`config.mk`:
```
export PLATFORM = sky130hd
export DESIGN_NAME = p4_app
export DESIGN_NICKNAME = d
export VERILOG_FILES = /design/src/rtl/axis_pkg.sv /design/src/rtl/p4_app_pkg.sv /design/src/rtl/match_action.sv /design/src/rtl/meta_ingress.sv /design/src/rtl/p4_app.sv /design/src/rtl/p4_app_regs.sv
export VERILOG_INCLUDE_DIRS = /design/src /design/src/rtl
export SDC_FILE = /design/constraint.sdc
export NUM_CORES = 1
export LEC_CHECK = 0
export BUFFER_PORTS_ARGS = -buffer_cell sky130_fd_sc_hd__buf_2
export CAP_MARGIN = 15
export CORE_AREA = 2 2 212 214
export DETAILED_ROUTE_END_ITERATION = 6
export DIE_AREA = 0 0 214 216
export GPL_TIMING_DRIVEN = 0
export PLACE_DENSITY = 0.66
export SKIP_LAST_GASP = 1
export SYNTH_ARGS = -nofsm -noshare
export SYNTH_HDL_FRONTEND = slang
export SYNTH_HIERARCHICAL = 1
export SYNTH_SLANG_ARGS = --single-unit
```
`constraint.sdc`:
```
create_clock -name core_clk -period 8.1 [get_ports core_clk]
set_input_delay 1.215 -clock core_clk [delete_from_list [all_inputs] [get_ports core_clk]]
set_output_delay 1.215 -clock core_clk [all_outputs]
set_load 0.01 [all_outputs]
```
`src/rtl/p4_app_config.svh`:
```
`ifndef P4_APP_CONFIG_SVH
`define P4_APP_CONFIG_SVH

// ---------------------------------------------------------
// Stream geometry
// ---------------------------------------------------------

// Data bus width, tkeep follows as one bit per byte
`define P4_DATA_W   64

// Stream id carries the ingress port number
`define P4_TID_W    2

// Egress port field width on the to-switch side
`define P4_TDEST_W  3

// ---------------------------------------------------------
// Match-action sizing
// ---------------------------------------------------------

// One action table entry per ingress port
`define P4_PORTS    4

// Free-running nanosecond timestamp from the card
`define P4_TS_W     64

`endif

```
`src/rtl/axis_pkg.sv`:
```
`default_nettype none

`include "p4_app_config.svh"

package axis_pkg;

   // Field types of one stream beat
   typedef logic [`P4_DATA_W-1:0]   axis_tdata_t;
   typedef logic [`P4_DATA_W/8-1:0] axis_tkeep_t;
   typedef logic [`P4_TID_W-1:0]    axis_tid_t;
   typedef logic [`P4_TDEST_W-1:0]  axis_tdest_t;

   // Sideband carried in tuser on both switch ports
   typedef struct packed {
      logic [15:0] pid;
      logic        rss_enable;
      logic [11:0] rss_entropy;
   } axis_tuser_t;

   // Everything that moves with tvalid, tready excluded
   typedef struct packed {
      axis_tdata_t tdata;
      axis_tkeep_t tkeep;
      logic        tlast;
      axis_tid_t   tid;
      axis_tdest_t tdest;
      axis_tuser_t tuser;
   } axis_beat_t;

endpackage

`default_nettype wire

```
`src/rtl/p4_app_pkg.sv`:
```
`default_nettype none

`include "p4_app_config.svh"

package p4_app_pkg;

   // What to do with a packet from a given ingress port
   typedef enum logic {
      act_forward = 1'b0,
      act_drop    = 1'b1
   } p4_action_e;

   // One action table entry, all zero means forward to port 0
   typedef struct packed {
      p4_action_e              action;
      logic [`P4_TDEST_W-1:0]  egress_port;
      logic                    rss_enable;
   } p4_entry_t;

   typedef p4_entry_t [`P4_PORTS-1:0] p4_table_t;

   // Per-packet metadata, captured on the start-of-packet beat
   typedef struct packed {
      logic [`P4_TS_W-1:0]     timestamp_ns;
      logic [15:0]             pid;
      logic [`P4_TDEST_W-1:0]  ingress_port;
      logic [11:0]             rss_entropy;
   } p4_meta_t;

   // Beat plus its packet metadata between the two stages
   typedef struct packed {
      axis_pkg::axis_beat_t beat;
      p4_meta_t             meta;
   } p4_stage_t;

   // Register map
   typedef enum logic [2:0] {
      reg_entry0     = 3'd0,
      reg_entry1     = 3'd1,
      reg_entry2     = 3'd2,
      reg_entry3     = 3'd3,
      reg_drop_count = 3'd4
   } p4_reg_addr_e;

   typedef enum logic {
      st_sop,
      st_body
   } p4_pkt_state_e;

endpackage

`default_nettype wire

```
`src/rtl/match_action.sv`:
```
`timescale 1ns/1ns
`default_nettype none

`include "p4_app_config.svh"

module match_action
   import axis_pkg::*;
   import p4_app_pkg::*;
(
   input  logic        core_clk,
   input  logic        arst_n,

   input  logic        s_valid,
   input  p4_stage_t   s_stage,
   output logic        s_ready,

   input  p4_table_t   table_q,

   output logic        m_valid,
   output axis_beat_t  m_beat,
   input  logic        m_ready,

   output logic [31:0] drop_count
);

   localparam int IDX_W = $clog2(`P4_PORTS);

   p4_pkt_state_e    state;
   p4_entry_t        entry_q;
   p4_entry_t        cur_entry;
   logic [IDX_W-1:0] lookup_idx;
   logic             accept;
   logic             fwd;
   axis_beat_t       out_beat;

   assign s_ready = !m_valid || m_ready;
   assign accept  = s_valid && s_ready;

   // ---------------------------------------------------------
   // Table lookup
   // ---------------------------------------------------------

   assign lookup_idx = s_stage.meta.ingress_port[IDX_W-1:0];

   // Fresh lookup on the first beat, held decision afterwards
   assign cur_entry = (state == st_sop) ? table_q[lookup_idx] : entry_q;
   assign fwd       = (cur_entry.action == act_forward);

   always_ff @(posedge core_clk or negedge arst_n) begin
      if (!arst_n) begin
         state   <= st_sop;
         entry_q <= '0;
      end else if (accept) begin
         state <= s_stage.beat.tlast ? st_sop : st_body;
         if (state == st_sop) begin
            entry_q <= table_q[lookup_idx];
         end
      end
   end

   // Rewrite tdest and tuser, data fields pass unchanged
   always_comb begin
      out_beat                   = s_stage.beat;
      out_beat.tdest             = cur_entry.egress_port;
      out_beat.tuser.pid         = s_stage.meta.pid;
      out_beat.tuser.rss_enable  = cur_entry.rss_enable;
      out_beat.tuser.rss_entropy = s_stage.meta.rss_entropy;
   end

   // ---------------------------------------------------------
   // Output register
   // ---------------------------------------------------------

   // Dropped beats are taken in but never raise m_valid
   always_ff @(posedge core_clk or negedge arst_n) begin
      if (!arst_n) begin
         m_valid <= 1'b0;
      end else if (accept) begin
         m_valid <= fwd;
      end else if (m_ready) begin
         m_valid <= 1'b0;
      end
   end

   always_ff @(posedge core_clk) begin
      if (accept && fwd) begin
         m_beat <= out_beat;
      end
   end

   // ---------------------------------------------------------
   // Drop counter
   // ---------------------------------------------------------

   // One count per packet, taken on its last beat
   always_ff @(posedge core_clk or negedge arst_n) begin
      if (!arst_n) begin
         drop_count <= '0;
      end else if (accept && !fwd && s_stage.beat.tlast) begin
         drop_count <= drop_count + 32'd1;
      end
   end

endmodule

`default_nettype wire

```
`src/rtl/meta_ingress.sv`:
```
`timescale 1ns/1ns
`default_nettype none

`include "p4_app_config.svh"

module meta_ingress
   import axis_pkg::*;
   import p4_app_pkg::*;
(
   input  logic                core_clk,
   input  logic                arst_n,

   input  logic [`P4_TS_W-1:0] timestamp,

   input  logic                s_valid,
   input  axis_beat_t          s_beat,
   output logic                s_ready,

   output logic                m_valid,
   output p4_stage_t           m_stage,
   input  logic                m_ready
);

   p4_pkt_state_e state;
   p4_meta_t      sop_meta;
   logic          accept;

   // Load when empty or when the held beat leaves this cycle
   assign s_ready = !m_valid || m_ready;
   assign accept  = s_valid && s_ready;

   // Metadata as seen on the start-of-packet beat
   always_comb begin
      sop_meta.timestamp_ns = timestamp;
      sop_meta.pid          = s_beat.tuser.pid;
      sop_meta.rss_entropy  = s_beat.tuser.rss_entropy;
      sop_meta.ingress_port = {{(`P4_TDEST_W-`P4_TID_W){1'b0}}, s_beat.tid};
   end

   // ---------------------------------------------------------
   // Packet boundary tracking
   // ---------------------------------------------------------

   always_ff @(posedge core_clk or negedge arst_n) begin
      if (!arst_n) begin
         state <= st_sop;
      end else if (accept) begin
         state <= s_beat.tlast ? st_sop : st_body;
      end
   end

   // ---------------------------------------------------------
   // Output register
   // ---------------------------------------------------------

   always_ff @(posedge core_clk or negedge arst_n) begin
      if (!arst_n) begin
         m_valid <= 1'b0;
      end else if (accept) begin
         m_valid <= 1'b1;
      end else if (m_ready) begin
         m_valid <= 1'b0;
      end
   end

   // Meta field is only reloaded at packet start, so it
   // doubles as the per-packet hold for the body beats
   always_ff @(posedge core_clk) begin
      if (accept) begin
         m_stage.beat <= s_beat;
         if (state == st_sop) begin
            m_stage.meta <= sop_meta;
         end
      end
   end

endmodule

`default_nettype wire

```
`src/rtl/p4_app.sv`:
```
`timescale 1ns/1ns
`default_nettype none

`include "p4_app_config.svh"

module p4_app
   import axis_pkg::*;
   import p4_app_pkg::*;
(
   input  logic                core_clk,
   input  logic                arst_n,
   input  logic [`P4_TS_W-1:0] timestamp,

   // Channel 0, processed
   input  logic                s0_valid,
   input  axis_beat_t          s0_beat,
   output logic                s0_ready,
   output logic                m0_valid,
   output axis_beat_t          m0_beat,
   input  logic                m0_ready,

   // Channel 1, bypass
   input  logic                s1_valid,
   input  axis_beat_t          s1_beat,
   output logic                s1_ready,
   output logic                m1_valid,
   output axis_beat_t          m1_beat,
   input  logic                m1_ready,

   // Register port
   input  logic                reg_wr,
   input  logic                reg_rd,
   input  p4_reg_addr_e        reg_addr,
   input  p4_entry_t           reg_wdata,
   output logic [31:0]         reg_rdata,
   output logic                reg_rvalid
);

   logic        stage_valid;
   logic        stage_ready;
   p4_stage_t   stage;
   p4_table_t   table_q;
   logic [31:0] drop_count;

   // ---------------------------------------------------------
   // Channel 0 pipeline
   // ---------------------------------------------------------

   meta_ingress meta_ingress_i (
      .core_clk  (core_clk),
      .arst_n    (arst_n),
      .timestamp (timestamp),
      .s_valid   (s0_valid),
      .s_beat    (s0_beat),
      .s_ready   (s0_ready),
      .m_valid   (stage_valid),
      .m_stage   (stage),
      .m_ready   (stage_ready)
   );

   match_action match_action_i (
      .core_clk   (core_clk),
      .arst_n     (arst_n),
      .s_valid    (stage_valid),
      .s_stage    (stage),
      .s_ready    (stage_ready),
      .table_q    (table_q),
      .m_valid    (m0_valid),
      .m_beat     (m0_beat),
      .m_ready    (m0_ready),
      .drop_count (drop_count)
   );

   p4_app_regs p4_app_regs_i (
      .core_clk   (core_clk),
      .arst_n     (arst_n),
      .reg_wr     (reg_wr),
      .reg_rd     (reg_rd),
      .reg_addr   (reg_addr),
      .reg_wdata  (reg_wdata),
      .reg_rdata  (reg_rdata),
      .reg_rvalid (reg_rvalid),
      .table_q    (table_q),
      .drop_count (drop_count)
   );

   // Channel 1 is wired straight through, no register
   assign m1_valid = s1_valid;
   assign m1_beat  = s1_beat;
   assign s1_ready = m1_ready;

endmodule

`default_nettype wire

```
`src/rtl/p4_app_regs.sv`:
```
`timescale 1ns/1ns
`default_nettype none

`include "p4_app_config.svh"

module p4_app_regs
   import p4_app_pkg::*;
(
   input  logic         core_clk,
   input  logic         arst_n,

   input  logic         reg_wr,
   input  logic         reg_rd,
   input  p4_reg_addr_e reg_addr,
   input  p4_entry_t    reg_wdata,
   output logic [31:0]  reg_rdata,
   output logic         reg_rvalid,

   output p4_table_t    table_q,
   input  logic [31:0]  drop_count
);

   localparam int IDX_W = $clog2(`P4_PORTS);
   localparam int PAD_W = 32 - $bits(p4_entry_t);

   logic             is_entry;
   logic [IDX_W-1:0] entry_idx;
   logic [31:0]      rd_mux;

   // Addresses below the port count select a table entry
   assign is_entry  = (int'(reg_addr) < `P4_PORTS);
   assign entry_idx = reg_addr[IDX_W-1:0];

   // ---------------------------------------------------------
   // Action table
   // ---------------------------------------------------------

   always_ff @(posedge core_clk or negedge arst_n) begin
      if (!arst_n) begin
         table_q <= '0;
      end else if (reg_wr && is_entry) begin
         table_q[entry_idx] <= reg_wdata;
      end
   end

   // ---------------------------------------------------------
   // Read path
   // ---------------------------------------------------------

   always_comb begin
      rd_mux = '0;
      if (reg_addr == reg_drop_count) begin
         rd_mux = drop_count;
      end else if (is_entry) begin
         // Entry is zero-extended into the data word
         rd_mux = {{PAD_W{1'b0}}, table_q[entry_idx]};
      end
   end

   always_ff @(posedge core_clk or negedge arst_n) begin
      if (!arst_n) begin
         reg_rvalid <= 1'b0;
      end else begin
         reg_rvalid <= reg_rd;
      end
   end

   // Data only changes on a read, holds otherwise
   always_ff @(posedge core_clk) begin
      if (reg_rd) begin
         reg_rdata <= rd_mux;
      end
   end

endmodule

`default_nettype wire

```
==> results.sh, run 1 <==
export IMPL_cts_tree="yes"
export IMPL_worst_path_most_repeated_cell="buf_2"
export IMPL_avgSynthCellArea_um2=17.6
export IMPL_cts_resized=0
export IMPL_synth_nets=945
export IMPL_tns_ps=0
export IMPL_power_mw=4.23
export IMPL_p_int_mw=3.18
export IMPL_placed_area_um2=14200
export IMPL_max_slew_margin_rel_pct=36.8
export IMPL_wl_per_cell_um=15.5
export IMPL_worstPathRequired_ps=6880
export IMPL_ff2ff_setup_slack_ps=4990
export IMPL_p_sw_share_pct=24.9
export IMPL_final_layout_size_suffix_gt1_share_pct=54.9
export IMPL_clock_sinks=306
export IMPL_path_cells="buf_2, nand2b_1, nand2b_4, buf_2"
export IMPL_wl_mm=26.0
export IMPL_fin_crit_sh_pct=39.3
export IMPL_drc=0
export IMPL_die_w_um=214
export IMPL_pwr_share_clk_pct=35.1
export IMPL_crit_family="simple AND/OR/NAND/NOR gates"
export IMPL_num_nets_final=1351
export IMPL_grt_max_degree=63
export IMPL_setup_viol=0
export IMPL_status="completed"
export IMPL_instances_no_fill=1673
export IMPL_grt_usage_pct=10.7
export IMPL_cts_buffers=34
export IMPL_critPathLaunchType="primary input"
export IMPL_critPathMaxStageDelay_ps=250
export IMPL_finalHoldViolCount=0
export IMPL_hp_class="register to register"
export IMPL_dp_hpwl_mm=19.2
export IMPL_worst_pin_slew_ps=945
export IMPL_layout_common_cells="367 x buf_2, 244 x edfxtp_1, 110 x buf_4"
export IMPL_fmax_ghz=0.314
export IMPL_numPortBuffers=366
export IMPL_vias=6533
export IMPL_arrival_ps=1970
export IMPL_report_final_slew_viol_count=0
export IMPL_grt_pass1_vias=6421
export IMPL_via_per_inst=3.90
export IMPL_final_common_cell="buf_2"
export IMPL_skew_ps=17.3
export IMPL_combPwrFrac_pct=15.3
export IMPL_ant_nets=0
export IMPL_endpoint_kind="output pin"
export IMPL_yosysWarnings=6
export IMPL_path_buf_inv=2
export IMPL_die_height_um=216
export IMPL_synth_cells=650
export IMPL_path_class="primary input to output pin"
export IMPL_boundaryPins=545
export IMPL_firstDrtPassIters=4
export IMPL_clk_pin_slew_ps=60
export IMPL_num_rows=77
export IMPL_grt_antenna_before_repair=5
export IMPL_cts_root_buf="clkbuf_16"
export IMPL_start_util_pct=26.2
export IMPL_max_vdd_ir_drop_mv=0.144
export IMPL_core_area_um2=43800
export IMPL_cpMaxStageDelayCell="nand2b_1"
export IMPL_max_cap_violations=0
export IMPL_p_per_area_nw_per_um2=278
export IMPL_cts_htree_levels=2
export IMPL_area_growth_pct=32.9
export IMPL_synth_area_um2=11500
export IMPL_clock_latency_ps=510
export IMPL_crit_fanout=6
export IMPL_power_frac_seq_pct=49.6
export IMPL_period_needed_ps=3180
export IMPL_dieArea_um2=46200
export IMPL_design_area_um2=15200
export IMPL_drtIter0Drc=396
export IMPL_gp_congestion=0.755
export IMPL_post_cts_setup_buffers=0
export IMPL_rsz0062_at_grt="false"
export IMPL_cts_buffer_depth=3
export IMPL_p_switching_mw=1.05
export IMPL_grt_pass1_wl_mm=38.0
export IMPL_cts_hold_fix_buffers=0
export IMPL_dpl_cell_count=1612
export IMPL_p_leak_nw=6.47
export IMPL_overflow=0
final cells by class:
class | instances | area, µm²
diodes | 2 | 5.00
repair buffers | 370 | 1920
clock buffers | 40 | 905
well taps | 592 | 741
inverters | 12 | 47.5
clock inverters | 19 | 181
plain buffers | 119 | 890
fillers | 4232 | 28600
multi-input cells | 213 | 1670
flip-flops and latches | 306 | 8880
through the flow:
stage	setup WS (ps)	utilization, %	hold slack (ps)
after floorplan	1270	-	400
final	4920	34.8	411
after CTS	4900	34.8	415
after detailed placement	4580	32.3	405
after global placement	-1290	32.0	400
after global routing	4740	34.8	420
power groups by stage:
stage / logic, mW / clock network [mW] / registers, mW
after floorplan: 0.269 / 0 / 2.22
after global placement: 0.618 / 0 / 2.18
after detailed placement: 0.662 / 0 / 2.14
after CTS: 0.663 / 1.54 / 2.11
after global routing: 0.706 / 1.60 / 2.13
final: 0.648 / 1.49 / 2.10
final timing paths:
| check | cells past startpoint | to | start |
|---|---|---|---|
| setup / recovery | 4 | s0_ready | m0_ready |
| hold / removal | 0 | match_action_i/m_beat[73]$_DFFE_PP_ | meta_ingress_i/m_stage[168]$_DFFE_PP_ |
| setup reg to reg | 8 | match_action_i/m_beat[93]$_DFFE_PP_ | meta_ingress_i/m_stage[12]$_DFFE_PP_ |
| hold reg to reg | 0 | match_action_i/m_beat[73]$_DFFE_PP_ | meta_ingress_i/m_stage[168]$_DFFE_PP_ |
| max in group asynchronous | 1 | match_action_i/drop_count[5]$_DFFE_PN0P_ | arst_n |
| min in group asynchronous | 1 | match_action_i/drop_count[25]$_DFFE_PN0P_ | arst_n |
layer usage:
metal	vias up	wire length [µm]	GRT usage, %
met2	295	12500	17.6
met5	-	59	0
met3	48	2130	3.40
li1	3060	-	-
met4	8	678	3.85
met1	3122	10600	13.3
sequential cells by signal, summed over array words and instances, names as in the netlist:
register,flops
match_action_i/drop_count,32
match_action_i/entry_q,5
match_action_i/m_beat,107
match_action_i/m_valid,1
match_action_i/state,1
meta_ingress_i/m_stage,105
meta_ingress_i/m_valid,1
meta_ingress_i/state,1
p4_app_regs_i/reg_rdata,32
p4_app_regs_i/reg_rvalid,1
p4_app_regs_i/table_q,20
Power figures use the tool's default switching activity.
==> inputs of run 2 (changes only) <==
==> constraint.sdc (replaced) <==
create_clock -name core_clk -period 3.3 [get_ports core_clk]
set_input_delay 0.495 -clock core_clk [delete_from_list [all_inputs] [get_ports core_clk]]
set_output_delay 0.495 -clock core_clk [all_outputs]
set_load 0.01 [all_outputs]
==> results.sh, run 2 (synthesis results as in run 1) <==
export IMPL_overflow=0
export IMPL_start_util_pct=26.2
export IMPL_regArea_um2=8880
export IMPL_die_w_um=214
export IMPL_grt_pass1_vias=6500
export IMPL_grt_pass1_wl_mm=38.4
export IMPL_top_register="match_action_i/m_beat"
export IMPL_setup_viol=0
export IMPL_vias=6488
export IMPL_skew_ps=8.03
export IMPL_multi_input_area_um2=1680
export IMPL_ff2ff_setup_slack_ps=440
export IMPL_area_growth_pct=32.9
export IMPL_gp_congestion=0.792
export IMPL_startpoint="meta_ingress_i/m_stage[12]$_DFFE_PP_"
export IMPL_numPortBuffers=366
export IMPL_clk_pin_slew_ps=60
export IMPL_p_leak_nw=6.46
export IMPL_whs_ps=23.6
export IMPL_arrival_ps=3110
export IMPL_fin_crit_sh_pct=86.7
export IMPL_largest_register_ff_count=107
export IMPL_num_nets_final=1348
export IMPL_worst_pin_slew_ps=900
export IMPL_post_place_ws_ps=389
export IMPL_cts_buffer_depth=3
export IMPL_drc=0
export IMPL_die_height_um=216
export IMPL_dieArea_um2=46200
export IMPL_wl_mm=26.2
export IMPL_cts_hold_fix_buffers=0
export IMPL_grt_max_degree=63
export IMPL_max_slew_margin_rel_pct=39.9
export IMPL_cts_buffers=31
export IMPL_final_common_cell="buf_2"
export IMPL_ant_nets=0
export IMPL_num_rows=77
export IMPL_reg_largest_list="match_action_i/m_beat x107, meta_ingress_i/m_stage x105"
export IMPL_status="completed"
export IMPL_worstPathRequired_ps=3550
export IMPL_endpoint_kind="register"
export IMPL_cts_tree="yes"
export IMPL_report_final_slew_viol_count=0
export IMPL_layout_common_cells="367 x buf_2, 244 x edfxtp_1, 110 x buf_4"
export IMPL_nFillCells=4176
export IMPL_critPathLaunchType="register"
export IMPL_via_per_inst=3.88
export IMPL_finalHoldViolCount=0
export IMPL_cts_resized=0
export IMPL_grt_antenna_before_repair=7
export IMPL_max_cap_violations=0
export IMPL_fmax_ghz=0.350
export IMPL_drtIter0Drc=359
export IMPL_wl_per_cell_um=15.6
export IMPL_grt_usage_pct=10.7
export IMPL_hp_class="primary input to asynchronous set/reset pin"
export IMPL_clock_sinks=306
export IMPL_post_cts_setup_buffers=0
export IMPL_rsz0062_at_grt="false"
export IMPL_cts_root_buf="clkbuf_16"
export IMPL_period_needed_ps=2860
export IMPL_firstDrtPassIters=5
export IMPL_dp_hpwl_mm=19.5
export IMPL_crit_fanout=36
export IMPL_fin_ws_ps=440
export IMPL_path_class="register to register"
export IMPL_core_area_um2=43800
export IMPL_boundaryPins=545
export IMPL_clock_latency_ps=560
export IMPL_final_layout_size_suffix_gt1_share_pct=54.9
export IMPL_r2r_start="meta_ingress_i/m_stage[12]$_DFFE_PP_"
export IMPL_p_per_area_nw_per_um2=682
export IMPL_max_vdd_ir_drop_mv=0.343
export IMPL_cts_htree_levels=1
## run 2: changes by cell type in the layout (fill, tap and decap cells not counted), moves of 3 or more
cell | previous run | this run
bufinv_16 | 3 | 6
diode_2 | 2 | 5
clkbuf_16 | 35 | 31
clkinv_2 | 8 | 5
## run 2: through the flow
stage | power (mW) | util, % | setup TNS [ps] | std cells | instance area [µm²]
detailed placement | 6.90 | 32.3 | 0 | 1612 | 14200
CTS | 10.6 | 34.8 | 0 | 1669 | 15200
global route | 10.9 | 34.8 | 0 | 1671 | 15200
floorplan | 6.07 | - | 0 | 650 | 11500
finish | 10.4 | 34.8 | 0 | 1674 | 15200
global placement | 6.81 | 32.1 | -150010 | 1608 | 14100
## run 2: final cells by class
class	instances	share of cell area, %
clock inverters	22	1.83
flip-flops and latches	306	58.2
diodes	5	0.0821
plain buffers	119	5.84
clock buffers	35	5.19
well taps	592	4.86
inverters	12	0.312
repair buffers	370	12.7
multi-input cells	213	11.0
## run 2: worst max-delay path, cell delays in order, from the launching register on
cell	delay, ps
edfxtp_1	410
buf_6	170
mux2_4	310
o31a_1	300
o31ai_2	110
nor2b_4	690
buf_12	290
buf_12	230
## run 2: layer usage
metal	part of all wire, %	vias to the layer above	track usage, %	routed length [µm]
li1	-	3056	-	-
met1	37	3102	12.2	9790
met2	50	290	18.7	13100
met3	11	36	4.28	2800
met4	1.6	4	3.12	413
met5	0.12	-	0	31
## run 2: worst paths after layout
kind | to | cells past startpoint
max | match_action_i/m_beat[102]$_DFFE_PP_ | 7
min | match_action_i/drop_count[28]$_DFFE_PN0P_ | 1
max reg2reg | match_action_i/m_beat[102]$_DFFE_PP_ | 7
min reg2reg | match_action_i/m_beat[15]$_DFFE_PP_ | 0
max in group asynchronous | p4_app_regs_i/table_q[17]$_DFFE_PN0P_ | 1
min in group core_clk | meta_ingress_i/m_stage[190]$_DFFE_PP_ | 1
## run 2: where the power goes
group	switching (mW)	internal, mW	leakage (nW)
clock	1.44	2.19	0.514
combinational	0.929	0.682	2.85
sequential	0.217	4.94	3.09
total	2.59	7.82	6.46
